--- config.mk ---
export PLATFORM = sky130hd
export DESIGN_NAME = fpu_top
export DESIGN_NICKNAME = d
export VERILOG_FILES = /design/src/verilog/fpu_pkg.sv /design/src/verilog/fpu_top.sv /design/src/verilog/fpu_result_select.sv /design/src/verilog/fpu_floor.sv /design/src/verilog/fpu_itof.sv /design/src/verilog/fpu_ftoi.sv
export SDC_FILE = /design/constraint.sdc
export NUM_CORES = 1
export LEC_CHECK = 0
export BUFFER_PORTS_ARGS = -buffer_cell sky130_fd_sc_hd__buf_4
export CAP_MARGIN = 20
export CORE_MARGIN = 4
export CORE_UTILIZATION = 45
export DETAILED_ROUTE_END_ITERATION = 8
export PLACE_DENSITY_LB_ADDON = 0.3
export SLEW_MARGIN = 10
export SYNTH_ARGS = -nofsm -noshare
export SYNTH_HDL_FRONTEND = slang
export SYNTH_SLANG_ARGS = --single-unit
--- constraint.sdc ---
create_clock -name clk -period 9.7 [get_ports clk]
set_input_delay 0.485 -clock clk [delete_from_list [all_inputs] [get_ports clk]]
set_output_delay 0.485 -clock clk [all_outputs]
set_load 0.05 [all_outputs]
--- src/verilog/fpu_pkg.sv ---
`default_nettype none

package fpu_pkg;

	////////////////////////////////////////
	// ieee single precision fields

	typedef logic [31:0] fp32_t;	// raw single word
	typedef logic [31:0] int32_t;	// two's complement
	typedef logic [7:0]  exp_t;	// biased exponent
	typedef logic [22:0] frac_t;	// stored fraction
	typedef logic [23:0] sig_t;	// fraction with hidden bit

	localparam exp_t EXP_MAX  = 8'd255;
	localparam exp_t EXP_BIAS = 8'd127;

	// total cycles from issue to result
	localparam int LATENCY = 3;

	////////////////////////////////////////
	// instruction fields and encodings

	typedef struct packed {
		logic [5:0] op1;	// bits 31:26
		logic [4:0] fmt;	// bits 25:21
		logic [5:0] op2;	// bits 5:0
	} instr_t;

	typedef struct packed {
		logic invalid_op;
		logic nan;
		logic ovf;
	} fpu_exc_t;

	typedef enum logic [2:0] {
		OP_IDLE,
		OP_ABS,
		OP_NEG,
		OP_FLOOR,
		OP_FTOI,
		OP_ITOF,
		OP_INVALID
	} op_t;

	localparam logic [5:0] OP1_COP1    = 6'b010001;
	localparam logic [4:0] FMT_S       = 5'b10000;
	localparam logic [4:0] FMT_W_FTOI  = 5'b00000;
	localparam logic [4:0] FMT_ITOF    = 5'b00100;
	localparam logic [5:0] FUNCT_ABS   = 6'b000101;
	localparam logic [5:0] FUNCT_NEG   = 6'b000111;
	localparam logic [5:0] FUNCT_FLOOR = 6'b001111;
	localparam logic [5:0] FUNCT_CVT   = 6'b000000;

endpackage

`default_nettype wire
--- src/verilog/fpu_top.sv ---
`default_nettype none

module fpu_top import fpu_pkg::*; (
	input  wire         clk,
	input  wire         rstn,
	input  wire instr_t instr,
	input  wire fp32_t  x1,	// abs, neg, floor, ftoi
	input  wire int32_t x2,	// itof only
	output fp32_t       y,
	output fpu_exc_t    exc
);

	int32_t   ftoi_y;
	fpu_exc_t ftoi_flags;
	fp32_t    itof_y;
	fp32_t    floor_y;

	////////////////////////////////////////
	// conversion and rounding units

	fpu_ftoi u_ftoi (
		.clk   (clk),
		.rstn  (rstn),
		.x     (x1),
		.y     (ftoi_y),
		.flags (ftoi_flags)
	);

	fpu_itof u_itof (
		.clk  (clk),
		.rstn (rstn),
		.x    (x2),
		.y    (itof_y)
	);

	fpu_floor u_floor (
		.clk  (clk),
		.rstn (rstn),
		.x    (x1),
		.y    (floor_y)
	);

	// unit stage plus the output stages gives LATENCY
	fpu_result_select #(
		.OUT_STAGES (LATENCY - 1)
	) u_select (
		.clk        (clk),
		.rstn       (rstn),
		.instr      (instr),
		.x1         (x1),
		.ftoi_y     (ftoi_y),
		.ftoi_flags (ftoi_flags),
		.itof_y     (itof_y),
		.floor_y    (floor_y),
		.y          (y),
		.exc        (exc)
	);

endmodule

`default_nettype wire

--- src/verilog/fpu_result_select.sv ---
`default_nettype none

module fpu_result_select import fpu_pkg::*; #(
	parameter int OUT_STAGES = 2
) (
	input  wire           clk,
	input  wire           rstn,
	input  wire instr_t   instr,
	input  wire fp32_t    x1,
	input  wire int32_t   ftoi_y,
	input  wire fpu_exc_t ftoi_flags,
	input  wire fp32_t    itof_y,
	input  wire fp32_t    floor_y,
	output fp32_t         y,
	output fpu_exc_t      exc
);

	typedef struct packed {
		fp32_t    y;
		fpu_exc_t exc;
	} result_t;

	op_t     op_d;
	op_t     op_q;
	fp32_t   sign_d;
	fp32_t   sign_q;
	result_t sel;
	result_t out_q [OUT_STAGES];

	function automatic op_t decode(instr_t i);
		op_t op;
		op = OP_INVALID;
		if (i.op1 == OP1_COP1) begin
			if (i.fmt == FMT_S) begin
				case (i.op2)
					FUNCT_ABS:   op = OP_ABS;
					FUNCT_NEG:   op = OP_NEG;
					FUNCT_FLOOR: op = OP_FLOOR;
					default:     op = OP_INVALID;
				endcase
			end else if (i.fmt == FMT_W_FTOI && i.op2 == FUNCT_CVT) begin
				op = OP_FTOI;
			end else if (i.fmt == FMT_ITOF && i.op2 == FUNCT_CVT) begin
				op = OP_ITOF;
			end
		end
		return op;
	endfunction

	////////////////////////////////////////
	// stage 1, decode and sign ops

	assign op_d = decode(instr);

	// abs unless it is a neg
	assign sign_d = (op_d == OP_NEG) ? {~x1[31], x1[30:0]} : {1'b0, x1[30:0]};

	always_ff @(posedge clk) begin
		if (!rstn) begin
			op_q   <= OP_IDLE;
			sign_q <= '0;
		end else begin
			op_q   <= op_d;
			sign_q <= sign_d;
		end
	end

	////////////////////////////////////////
	// stage 2, pick the unit result

	always_comb begin
		sel = '0;	// idle reads as zero
		case (op_q)
			OP_ABS, OP_NEG: sel.y = sign_q;
			OP_FLOOR:       sel.y = floor_y;
			OP_FTOI: begin
				sel.y   = ftoi_y;
				sel.exc = ftoi_flags;	// only unit with flags
			end
			OP_ITOF:        sel.y = itof_y;
			OP_INVALID:     sel.exc.invalid_op = 1'b1;
			default:        sel = '0;
		endcase
	end

	// first register takes the selection, the rest just delay it
	always_ff @(posedge clk) begin
		if (!rstn) begin
			for (int i = 0; i < OUT_STAGES; i++) begin
				out_q[i] <= '0;
			end
		end else begin
			out_q[0] <= sel;
			for (int i = 1; i < OUT_STAGES; i++) begin
				out_q[i] <= out_q[i-1];
			end
		end
	end

	assign y   = out_q[OUT_STAGES-1].y;
	assign exc = out_q[OUT_STAGES-1].exc;

endmodule

`default_nettype wire

--- src/verilog/fpu_floor.sv ---
`default_nettype none

module fpu_floor import fpu_pkg::*; (
	input  wire        clk,
	input  wire        rstn,
	input  wire fp32_t x,
	output fp32_t      y
);

	// from this exponent on there are no fractional bits left
	localparam exp_t EXP_INT = EXP_BIAS + 8'd23;

	exp_t        e;
	frac_t       frac;
	logic        is_nan;
	logic [4:0]  shamt;
	logic [45:0] aligned;
	logic        has_frac;
	logic [23:0] int_part;
	logic [46:0] restored;
	exp_t        e_out;
	fp32_t       y_d;

	assign e      = x[30:23];
	assign frac   = x[22:0];
	assign is_nan = (e == EXP_MAX) && (frac != '0);

	////////////////////////////////////////
	// 127 <= e < 150

	assign shamt = 5'(e - EXP_BIAS);	// at most 22 in range

	// integer part in [45:23], fraction below
	assign aligned  = {23'd1, frac} << shamt;
	assign has_frac = |aligned[22:0];

	// negative with a fraction rounds toward minus infinity
	assign int_part = {1'b0, aligned[45:23]} + {23'd0, x[31] & has_frac};

	// shift back; hidden bit at [23], carry at [24]
	assign restored = {int_part, 23'd0} >> shamt;
	assign e_out    = e + {7'd0, restored[24]};

	////////////////////////////////////////

	always_comb begin
		if (is_nan) begin
			y_d = {x[31], EXP_MAX, 1'b1, frac[21:0]};	// quiet it
		end else if (e >= EXP_INT) begin
			y_d = x;	// already integral or infinite
		end else if (e < EXP_BIAS) begin
			if (x[31] && x[30:0] != '0) begin
				y_d = {1'b1, EXP_BIAS, 23'd0};	// -1.0
			end else begin
				y_d = {x[31], 31'd0};
			end
		end else begin
			// a carry leaves [22:0] zero, no renormalizing shift needed
			y_d = {x[31], e_out, restored[22:0]};
		end
	end

	always_ff @(posedge clk) begin
		if (!rstn) begin
			y <= '0;
		end else begin
			y <= y_d;
		end
	end

endmodule

`default_nettype wire

--- src/verilog/fpu_itof.sv ---
`default_nettype none

module fpu_itof import fpu_pkg::*; (
	input  wire         clk,
	input  wire         rstn,
	input  wire int32_t x,
	output fp32_t       y
);

	int32_t      mag;
	logic [4:0]  lead;
	logic [31:0] norm;
	sig_t        sig;
	logic        guard;
	logic        sticky;
	logic        round_up;
	logic [24:0] sum;
	exp_t        e;
	frac_t       frac;
	fp32_t       y_d;

	// -2^31 maps to 2^31, still right as unsigned
	assign mag = x[31] ? ~x + 32'd1 : x;

	////////////////////////////////////////
	// leading one search

	// highest set bit wins
	always_comb begin
		lead = '0;
		for (int i = 0; i < 32; i++) begin
			if (mag[i]) begin
				lead = 5'(i);
			end
		end
	end

	// leading one moved up to bit 31
	assign norm = mag << (5'd31 - lead);

	////////////////////////////////////////
	// round to nearest even

	assign sig      = norm[31:8];
	assign guard    = norm[7];
	assign sticky   = |norm[6:0];
	assign round_up = guard & (sig[0] | sticky);

	assign sum = {1'b0, sig} + {24'd0, round_up};	// carry in [24]

	// on carry the fraction is already all zeros
	assign frac = sum[22:0];
	assign e    = EXP_BIAS + {3'd0, lead} + {7'd0, sum[24]};

	assign y_d = (x == '0) ? '0 : {x[31], e, frac};	// zero gives +0

	always_ff @(posedge clk) begin
		if (!rstn) begin
			y <= '0;
		end else begin
			y <= y_d;
		end
	end

endmodule

`default_nettype wire

--- src/verilog/fpu_ftoi.sv ---
`default_nettype none

module fpu_ftoi import fpu_pkg::*; (
	input  wire      clk,
	input  wire      rstn,
	input  wire fp32_t x,
	output int32_t   y,
	output fpu_exc_t flags
);

	localparam exp_t EXP_HALF    = EXP_BIAS - 8'd1;	// 0.5 <= |x| < 1
	localparam exp_t EXP_INT_TOP = EXP_BIAS + 8'd31;	// 2^31 <= |x| < 2^32

	exp_t        e;
	sig_t        sig;
	logic        is_nan;
	logic [55:0] aligned;
	logic [32:0] rounded;
	int32_t      y_d;
	fpu_exc_t    flags_d;

	assign e      = x[30:23];
	assign sig    = {1'b1, x[22:0]};	// denormals land below 126 anyway
	assign is_nan = (e == EXP_MAX) && (x[22:0] != '0);

	////////////////////////////////////////
	// place significand against the binary point

	// integer part ends up in [55:24], half bit in [23]
	always_comb begin
		if (e == EXP_HALF) begin
			aligned = {32'd0, sig};
		end else begin
			aligned = {31'd0, sig, 1'b0} << (e - EXP_BIAS);
		end
	end

	// half away from zero, done on the magnitude
	assign rounded = {1'b0, aligned[55:24]} + {32'd0, aligned[23]};

	always_comb begin
		y_d     = '0;
		flags_d = '0;
		if (is_nan) begin
			flags_d.nan = 1'b1;
		end else if (e > EXP_INT_TOP) begin
			flags_d.ovf = 1'b1;	// includes infinity
		end else if (e >= EXP_HALF) begin
			if (x[31] && rounded == {2'b01, 31'd0}) begin
				y_d = {1'b1, 31'd0};	// exactly -2^31 still fits
			end else if (rounded[32:31] != 2'b00) begin
				flags_d.ovf = 1'b1;
			end else if (x[31]) begin
				y_d = ~rounded[31:0] + 32'd1;
			end else begin
				y_d = rounded[31:0];
			end
		end
		// small magnitudes keep the zero default
	end

	////////////////////////////////////////

	always_ff @(posedge clk) begin
		if (!rstn) begin
			y     <= '0;
			flags <= '0;
		end else begin
			y     <= y_d;
			flags <= flags_d;
		end
	end

endmodule

`default_nettype wire

# After elaboration in Yosys (flattened, before gate mapping)
# Memory sizes are Yosys's and may differ from the RTL's.
# Index checks and enable logic that the tools add are counted.
dict set report classes {
  n_lt_le_gt_ge 4
  n_addsub 10
  div 0
  n_mux 57
  n_reduce_logical 19
  n_bitwise 10
  mul 0
  n_shift 4
  n_eq_ne 16
}
# cell count
set op_table {}
lappend op_table {{$mux W32} 8}
lappend op_table {{$pmux W32 S4} 1}
lappend op_table {{$mux W5} 16}
lappend op_table {{$mux W35} 2}
lappend op_table {{$add A32 B1 Y32 const B} 2}
lappend op_table {{$not A32 Y32} 2}
lappend op_table {{$mux W56} 1}
lappend op_table {{$shl A25 B8 Y56} 1}
lappend op_table {{$shr A47 B5 Y25} 1}
lappend op_table {{$shl A24 B5 Y46} 1}
lappend op_table {{$add A32 B1 Y33} 1}
lappend op_table {{$eq A33 B32 Y1 const B} 1}
lappend op_table {{$logic_not A32 Y1} 1}
lappend op_table {{$mux W4} 8}
lappend op_table {{$shl A32 B5 Y32} 1}
lappend op_table {{$reduce_bool A31 Y1} 1}
lappend op_table {{$add A24 B1 Y25} 1}
lappend op_table {{$add A23 B1 Y24} 1}
lappend op_table {{$reduce_bool A23 Y1} 1}
lappend op_table {{$reduce_or A23 Y1} 1}
lappend op_table {{$mux W3} 7}
lappend op_table {{$add A8 B1 Y8} 2}
lappend op_table {{$eq A6 B3 Y1 const B} 2}
lappend op_table {{$eq A3 B2 Y1 const B} 3}
lappend op_table {{other kinds (31)} 54}
dict set report totals {
  ff_bits 133
  n_memories 1
  in_bits 83
  mem_bits_ro 0
  word_cells 130
  output_inout_bits 35
  latch_bits 0
  mem_bits_rw 70
}
# memory words word_bits rd rd_ports_with_merged_regs wr line
set mem_list {}
lappend mem_list {u_select.out_q 2 35 2 0 2 fpu_result_select.sv:28} ;# result_t out_q [OUT_STAGES];

# Longest topological paths before layout
dict set report depth {
  ltp_word 41
  mapped_depth 37
  depth_no_buf 30
}

# Hierarchy
# Synthesis repeated with hierarchy kept, for this count alone.
dict set report unflattened {
  cells_unflattened 2984
  hier_area_um2 22973.3
}
# mod instances area_each_um2 seq_area_each_um2 cells_each
set by_module_without_submodules {}
lappend by_module_without_submodules {fpu_ftoi 1 6463.7 680.7 908}
lappend by_module_without_submodules {fpu_itof 1 6422.4 640.6 886}
lappend by_module_without_submodules {fpu_floor 1 5928.2 640.6 798}
lappend by_module_without_submodules {fpu_result_select 1 4159.0 2102.0 392}

# Worst setup path after synthesis
# OpenSTA, ideal clock, no wires.
dict set report synth_timing {
  path_type {input port to flip-flop}
  startpoint {input x1[23]}
  endpoint {register u_floor.y[27]}
  arrival_ps 7346
  required_ps 9572
  path_buffers 9
  path_stages 34
  path_slack_ps 2226
  setup_time_ps 128
  cell_sequence {buf_2 buf_2 buf_2 inv_1 clkbuf_1 clkbuf_1 ha_1 buf_2 buf_2 buf_4 buf_2 mux2i_1 mux4_2 mux2i_1 nand2_1 o21ai_0 ha_1 ha_1 nand3_1 nor4_2 nand3_1 or4b_2 o211a_1 a21oi_1 mux2i_1 o32ai_1 ha_1 ha_1 and3_1 nor2_1 nor2_1 a21oi_1 nor2_1 nor2_1}
}
dict set report synth_between {
  elab_chain_cells 10
  word_cells_on_any_way 17
}
# element line
set synth_rtl {}
lappend synth_rtl {{from (decl)} fpu_top.sv:7} ;# input wire fp32_t x1,
lappend synth_rtl {{$sub A8 B7 Y8} fpu_floor.sv:31} ;# assign shamt = 5'(e - EXP_BIAS);
lappend synth_rtl {{$shl A24 B5 Y46} fpu_floor.sv:34} ;# assign aligned = {23'd1, frac} << shamt;
lappend synth_rtl {{$reduce_or A23 Y1} fpu_floor.sv:35} ;# assign has_frac = |aligned[22:0];
lappend synth_rtl {{$and A1 B1 Y1} fpu_floor.sv:38} ;# assign int_part = {1'b0, aligned[45:23]} + {23'd0, x[31] & has_frac};
lappend synth_rtl {{$add A23 B1 Y24} fpu_floor.sv:38}
lappend synth_rtl {{$shr A47 B5 Y25} fpu_floor.sv:41} ;# assign restored = {int_part, 23'd0} >> shamt;
lappend synth_rtl {{$add A8 B1 Y8} fpu_floor.sv:42} ;# assign e_out = e + {7'd0, restored[24]};
lappend synth_rtl {{$mux W32} fpu_floor.sv:51} ;# end else if (e < EXP_BIAS) begin
lappend synth_rtl {{$mux W32} fpu_floor.sv:49} ;# end else if (e >= EXP_INT) begin
lappend synth_rtl {{$mux W32 *} fpu_floor.sv:47} ;# if (is_nan) begin
lappend synth_rtl {{to (signal assigned)} fpu_floor.sv:67} ;# y <= y_d;
lappend synth_rtl {{to (decl)} fpu_floor.sv:7} ;# output fp32_t y
# Every way passes the cells marked *; elsewhere a longest branch is shown, timed or not.
# A chain may end at the register's enable or synchronous reset.

# Worst setup path in the final report
dict set report layout_timing {
  startpoint {input x2[0]}
  endpoint {register u_itof.y[27]}
}
dict set report layout_between {
  elab_chain_cells 41
  word_cells_on_any_way 44
}
# element line
set layout_rtl {}
lappend layout_rtl {{from (decl)} fpu_top.sv:8} ;# input wire int32_t x2,
lappend layout_rtl {{$not A32 Y32} fpu_itof.sv:23} ;# assign mag = x[31] ? ~x + 32'd1 : x;
lappend layout_rtl {{$add A32 B1 Y32} fpu_itof.sv:23}
lappend layout_rtl {{$mux W32} fpu_itof.sv:23}
lappend layout_rtl {{$mux W1} fpu_itof.sv:32} ;# if (mag[i]) begin
lappend layout_rtl {{$mux W2 (2 in series)} fpu_itof.sv:32}
lappend layout_rtl {{$mux W3 (4 in series)} fpu_itof.sv:32}
lappend layout_rtl {{$mux W4 (8 in series)} fpu_itof.sv:32}
lappend layout_rtl {{$mux W5 (16 in series)} fpu_itof.sv:32}
lappend layout_rtl {{$sub A5 B5 Y5} fpu_itof.sv:39} ;# assign norm = mag << (5'd31 - lead);
lappend layout_rtl {{$shl A32 B5 Y32} fpu_itof.sv:39}
lappend layout_rtl {{$reduce_or A7 Y1} fpu_itof.sv:46} ;# assign sticky = |norm[6:0];
lappend layout_rtl {{$or A1 B1 Y1} fpu_itof.sv:47} ;# assign round_up = guard & (sig[0] | sticky);
lappend layout_rtl {{$and A1 B1 Y1} fpu_itof.sv:47}
lappend layout_rtl {{$add A24 B1 Y25} fpu_itof.sv:49} ;# assign sum = {1'b0, sig} + {24'd0, round_up};
lappend layout_rtl {{$add A8 B1 Y8} fpu_itof.sv:53} ;# assign e = EXP_BIAS + {3'd0, lead} + {7'd0, sum[24]};
lappend layout_rtl {{to (signal assigned)} fpu_itof.sv:61} ;# y <= y_d;
lappend layout_rtl {{to (decl)} fpu_itof.sv:7} ;# output fp32_t y
# Several ways; a longest one is shown, not always the timed one.

==> key figures <==
Synth
  – Register area share after synthesis: 21.9%
  – Post-synth ARST share: 0%
  – Synthesized Nets: 2544
  – Synthesis-stage register bit count: 203
  – Top_reg_cell synth: dfxtp_1
  – Post-synth EDFFs: 0
  – Mean Syn Cell Area: 7.58 µm²
  – Post-Syn Area: 18600 µm²
  – Yosys warnings: 0
  – Synth unique cells: 104
  – Mapped Cells: 2448

Global routing
  – Grt total ovfl: 0
  – Met3 usage: 6.48%
  – Largest net degree at the start of global routing: 87
  – Initial antenna violation count: 5
  – First-pass GRT wire length: 113000 µm
  – M2 GR Usage: 45.4%
  – Met1 Usage GRT: 48.4%
  – Top Usage Layer GRT: met1
  – Vias in the first global route: 18100
  – Total track usage: 31.7%

Floorplanning
  – Rows: 74
  – Die Y: 211 µm
  – Core box area: 40800 µm²
  – # IOs: 118
  – Starting Density: 45.4%
  – Die area: 44600 µm²
  – Die width: 211 µm

Worst setup path
  – Crit path DAT: 7.94 ns
  – Slowest cell delay on critical path: 0.80 ns
  – Worst setup path start: x2[0]
  – Cell depth of the worst flop-to-flop path: 6
  – CP Max Fanout: 39
  – Critical Path Slowest Stage Cell: nor4_1
  – WP depth: 27
  – Critical Path Sink: u_itof.y[27]$_SDFF_PP0_
  – Worst setup SP type: input port
  – Reg-to-reg critical path startpoint: u_select.op_q[0]$_SDFF_PN0_
  – CP delay by family, top: simple AND/OR/NAND/NOR gates
  – Critical R2R Capture: u_select.out_q[0][27]$_SDFF_PN0_
  – Buf+Inv Stages, Crit Path: 6
  – Worst endpoint required time: 10.08 ns
  – CP Class: input port to flop
  – Reg2reg setup slack: 7.67 ns
  – Critical path endpoint category: flop

Clock network
  – Setup repair bufs after CTS: 0
  – CTS tree: built
  – Num CTS Buffers: 21
  – Clk_lat worst skew: 0.49 ns
  – Root buf cell: clkbuf_16
  – Worst-path clk slew: 0.06 ns
  – Clk sinks: 203
  – Max clock buf depth: 3
  – Post_cts resized: 0
  – Post-cts hold buffer count: 0
  – Htree depth: 1

Detailed routing
  – Post-DR wirelength/cell: 25.6 µm
  – Via Count: 20400
  – First-pass DRT Iterations: 7
  – # DRC: 0
  – Initial DRC count: 3169
  – Routed Antenna Nets: 0
  – Vias per Instance: 6.92
  – Drt total wl: 75400 µm

Cells and area
  – Layout cell share with drive strength beyond 1: 14.7%
  – FILL cells: 3952
  – Area of the multi-input gates: 13300 µm²
  – Synth-to-Final Area Change: 8.65%
  – Non-Filler Instances: 2944
  – Register Area: 4060 µm²
  – Nets: 2494

Power and ir drop
  – Logic pwr share: 41.0%
  – Pwr dens: 141 nW/µm²
  – Pleak: 7.38 nW
  – Switching power: 0.00111 W
  – IR Drop Worst-Case VDD: 0.0950 mV
  – Sequential share of power: 31.3%
  – Sw frac: 39.1%
  – P_int: 0.00173 W
  – Clk network pwr share: 27.7%

Place
  – Gp weighted congestion: 1.01
  – Detail Placement HPWL: 57200 µm
  – Post-Place Cells: 2903
  – Buffers added on ports: 117

STA
  – Actual slew at the worst max-slew pin: 1.24 ns
  – Final hold violation count: 0
  – Final Setup Violations: 0
  – Unrepaired setup endpoints after global routing: false
  – Final Hold Slack: 0.292 ns
  – Slew Limit Fails: 0
  – Relative slew slack: 16.4%
  – Setup TNS: 0 ns
  – Min Tclk post-route: 7.56 ns
  – Max Freq: 132 MHz
  – Tcrit/Tclk final: 77.9%
  – Final Skew: 0.0115 ns

Run status
  – Outcome: finished, final reports clean

Job
  – MaxCap Viol Count: 0

Hold path
  – Worst min path class: input port to flop
sequential cells by signal, indices dropped and copies added (netlist names):
register and count:
u_ftoi.flags 2, u_ftoi.y 32, u_select.sign_q 32, u_floor.y 32
u_itof.y 32, u_select.out_q 70, u_select.op_q 3
kinds of logic (layout without fill, tap and decap cells):
logic type	count (synthesis)	count (layout)	synth area share, %
other	0	2	0
multiplexers	165	165	11.1
adder cells (fa/ha/maj)	13	13	0.877
AO/OA/AOI/OAI	711	711	27.4
XOR/XNOR	109	109	5.23
AND/OR/NAND/NOR	975	975	26.9
flip-flops	203	203	21.9
buffers and inverters	272	234	6.64
area by class of cell:
| type | instances | area share (%) |
|---|---|---|
| flip-flops and latches | 203 | 20.2 |
| diodes | 2 | 0.0248 |
| clock inverters | 10 | 0.596 |
| multi-input cells | 1973 | 66.2 |
| repair buffers | 169 | 6.39 |
| well taps | 532 | 3.30 |
| inverters | 30 | 0.558 |
| clock buffers | 25 | 2.78 |
synthesized netlist by cell type (27+ instances only):
| master | number | area share (%) |
|---|---|---|
| o31ai_1 | 32 | 1.3 |
| o211ai_1 | 35 | 1.4 |
| o21ai_0 | 119 | 3.2 |
| mux2i_1 | 76 | 4.1 |
| nor4_1 | 40 | 1.3 |
| a31oi_1 | 34 | 1.1 |
| buf_4 | 39 | 1.6 |
| a211oi_1 | 38 | 1.5 |
| xnor2_1 | 77 | 3.6 |
| a21oi_1 | 140 | 3.8 |
| nor3_1 | 102 | 2.8 |
| a222oi_1 | 36 | 1.9 |
| nand4_1 | 47 | 1.6 |
| clkbuf_1 | 149 | 3.0 |
| nor2_1 | 244 | 4.9 |
| and3_1 | 28 | 0.94 |
| nand3_1 | 86 | 2.3 |
| o22ai_1 | 31 | 1.0 |
| mux2_2 | 62 | 3.8 |
| inv_1 | 27 | 0.55 |
| and2_1 | 88 | 3.0 |
| dfxtp_1 | 203 | 22 |
| xor2_1 | 30 | 1.4 |
| nand2_1 | 193 | 3.9 |
| buf_2 | 34 | 0.92 |
power groups by stage:
stage                     clock network (W)  logic, W  registers, W
final                              0.000789   0.00117      0.000890
after global routing               0.000834   0.00124      0.000893
after CTS                          0.000796   0.00112      0.000890
after detailed placement                  0   0.00111      0.000907
after global placement                    0   0.00111      0.000907
after floorplan                           0  0.000766      0.000901
worst min-delay path by stage:
stage	slack [ns]	start	to	cells past startpoint
after floorplan	0.41	u_select.out_q[0][0]$_SDFF_PN0_	u_select.out_q[0][35]$_SDFF_PN0_	1
after global placement	0.42	u_select.out_q[0][10]$_SDFF_PN0_	u_select.out_q[0][45]$_SDFF_PN0_	1
after detailed placement	0.42	u_select.out_q[0][0]$_SDFF_PN0_	u_select.out_q[0][35]$_SDFF_PN0_	1
after CTS	0.28	x1[14]	u_select.sign_q[14]$_SDFF_PN0_	2
after global routing	0.28	x1[12]	u_select.sign_q[12]$_SDFF_PN0_	2
final	0.29	x1[14]	u_select.sign_q[14]$_SDFF_PN0_	2
cells in the final DEF, fill, tap and decap left out, drive strengths merged, types with 15 or more instances in the layout:
master  synthesis  final
o21ai         120    120
nand2b         25     25
a31oi          34     34
a22oi          18     18
a222oi         36     36
clkbuf        149     25
or3            23     23
or4            19     19
mux2i          77     77
buf            93    169
nand4          47     47
and2           92     92
a21oi         142    142
nand2         193    193
xor2           32     32
a21o           18     18
o211ai         37     37
inv            29     30
mux2           63     63
o22ai          31     31
o21a           15     15
o31ai          32     32
nor4           44     44
xnor2          77     77
nor2          245    245
nand3          86     86
and3           28     28
dfxtp         203    203
nor3          103    103
a211oi         38     38
mux4           25     25
through the flow:
step,total power [W],instance area (µm²),setup WS (ns),util [%]
2_1_floorplan,0.00167,18600,2.23,-
6_report,0.00285,20200,2.14,49.4
3_3_place_gp,0.00202,19400,2.00,47.5
5_1_grt,0.00296,20200,1.81,49.4
4_1_cts,0.00280,20100,2.37,49.2
3_5_place_dp,0.00202,19400,1.89,47.6
metal layers:
metal	routed length [µm]	share of wire (%)
met5	13	0.017
met1	33100	44
met3	9120	12
met2	31100	41
met4	2120	2.8
(Power assumes the default switching activity.)
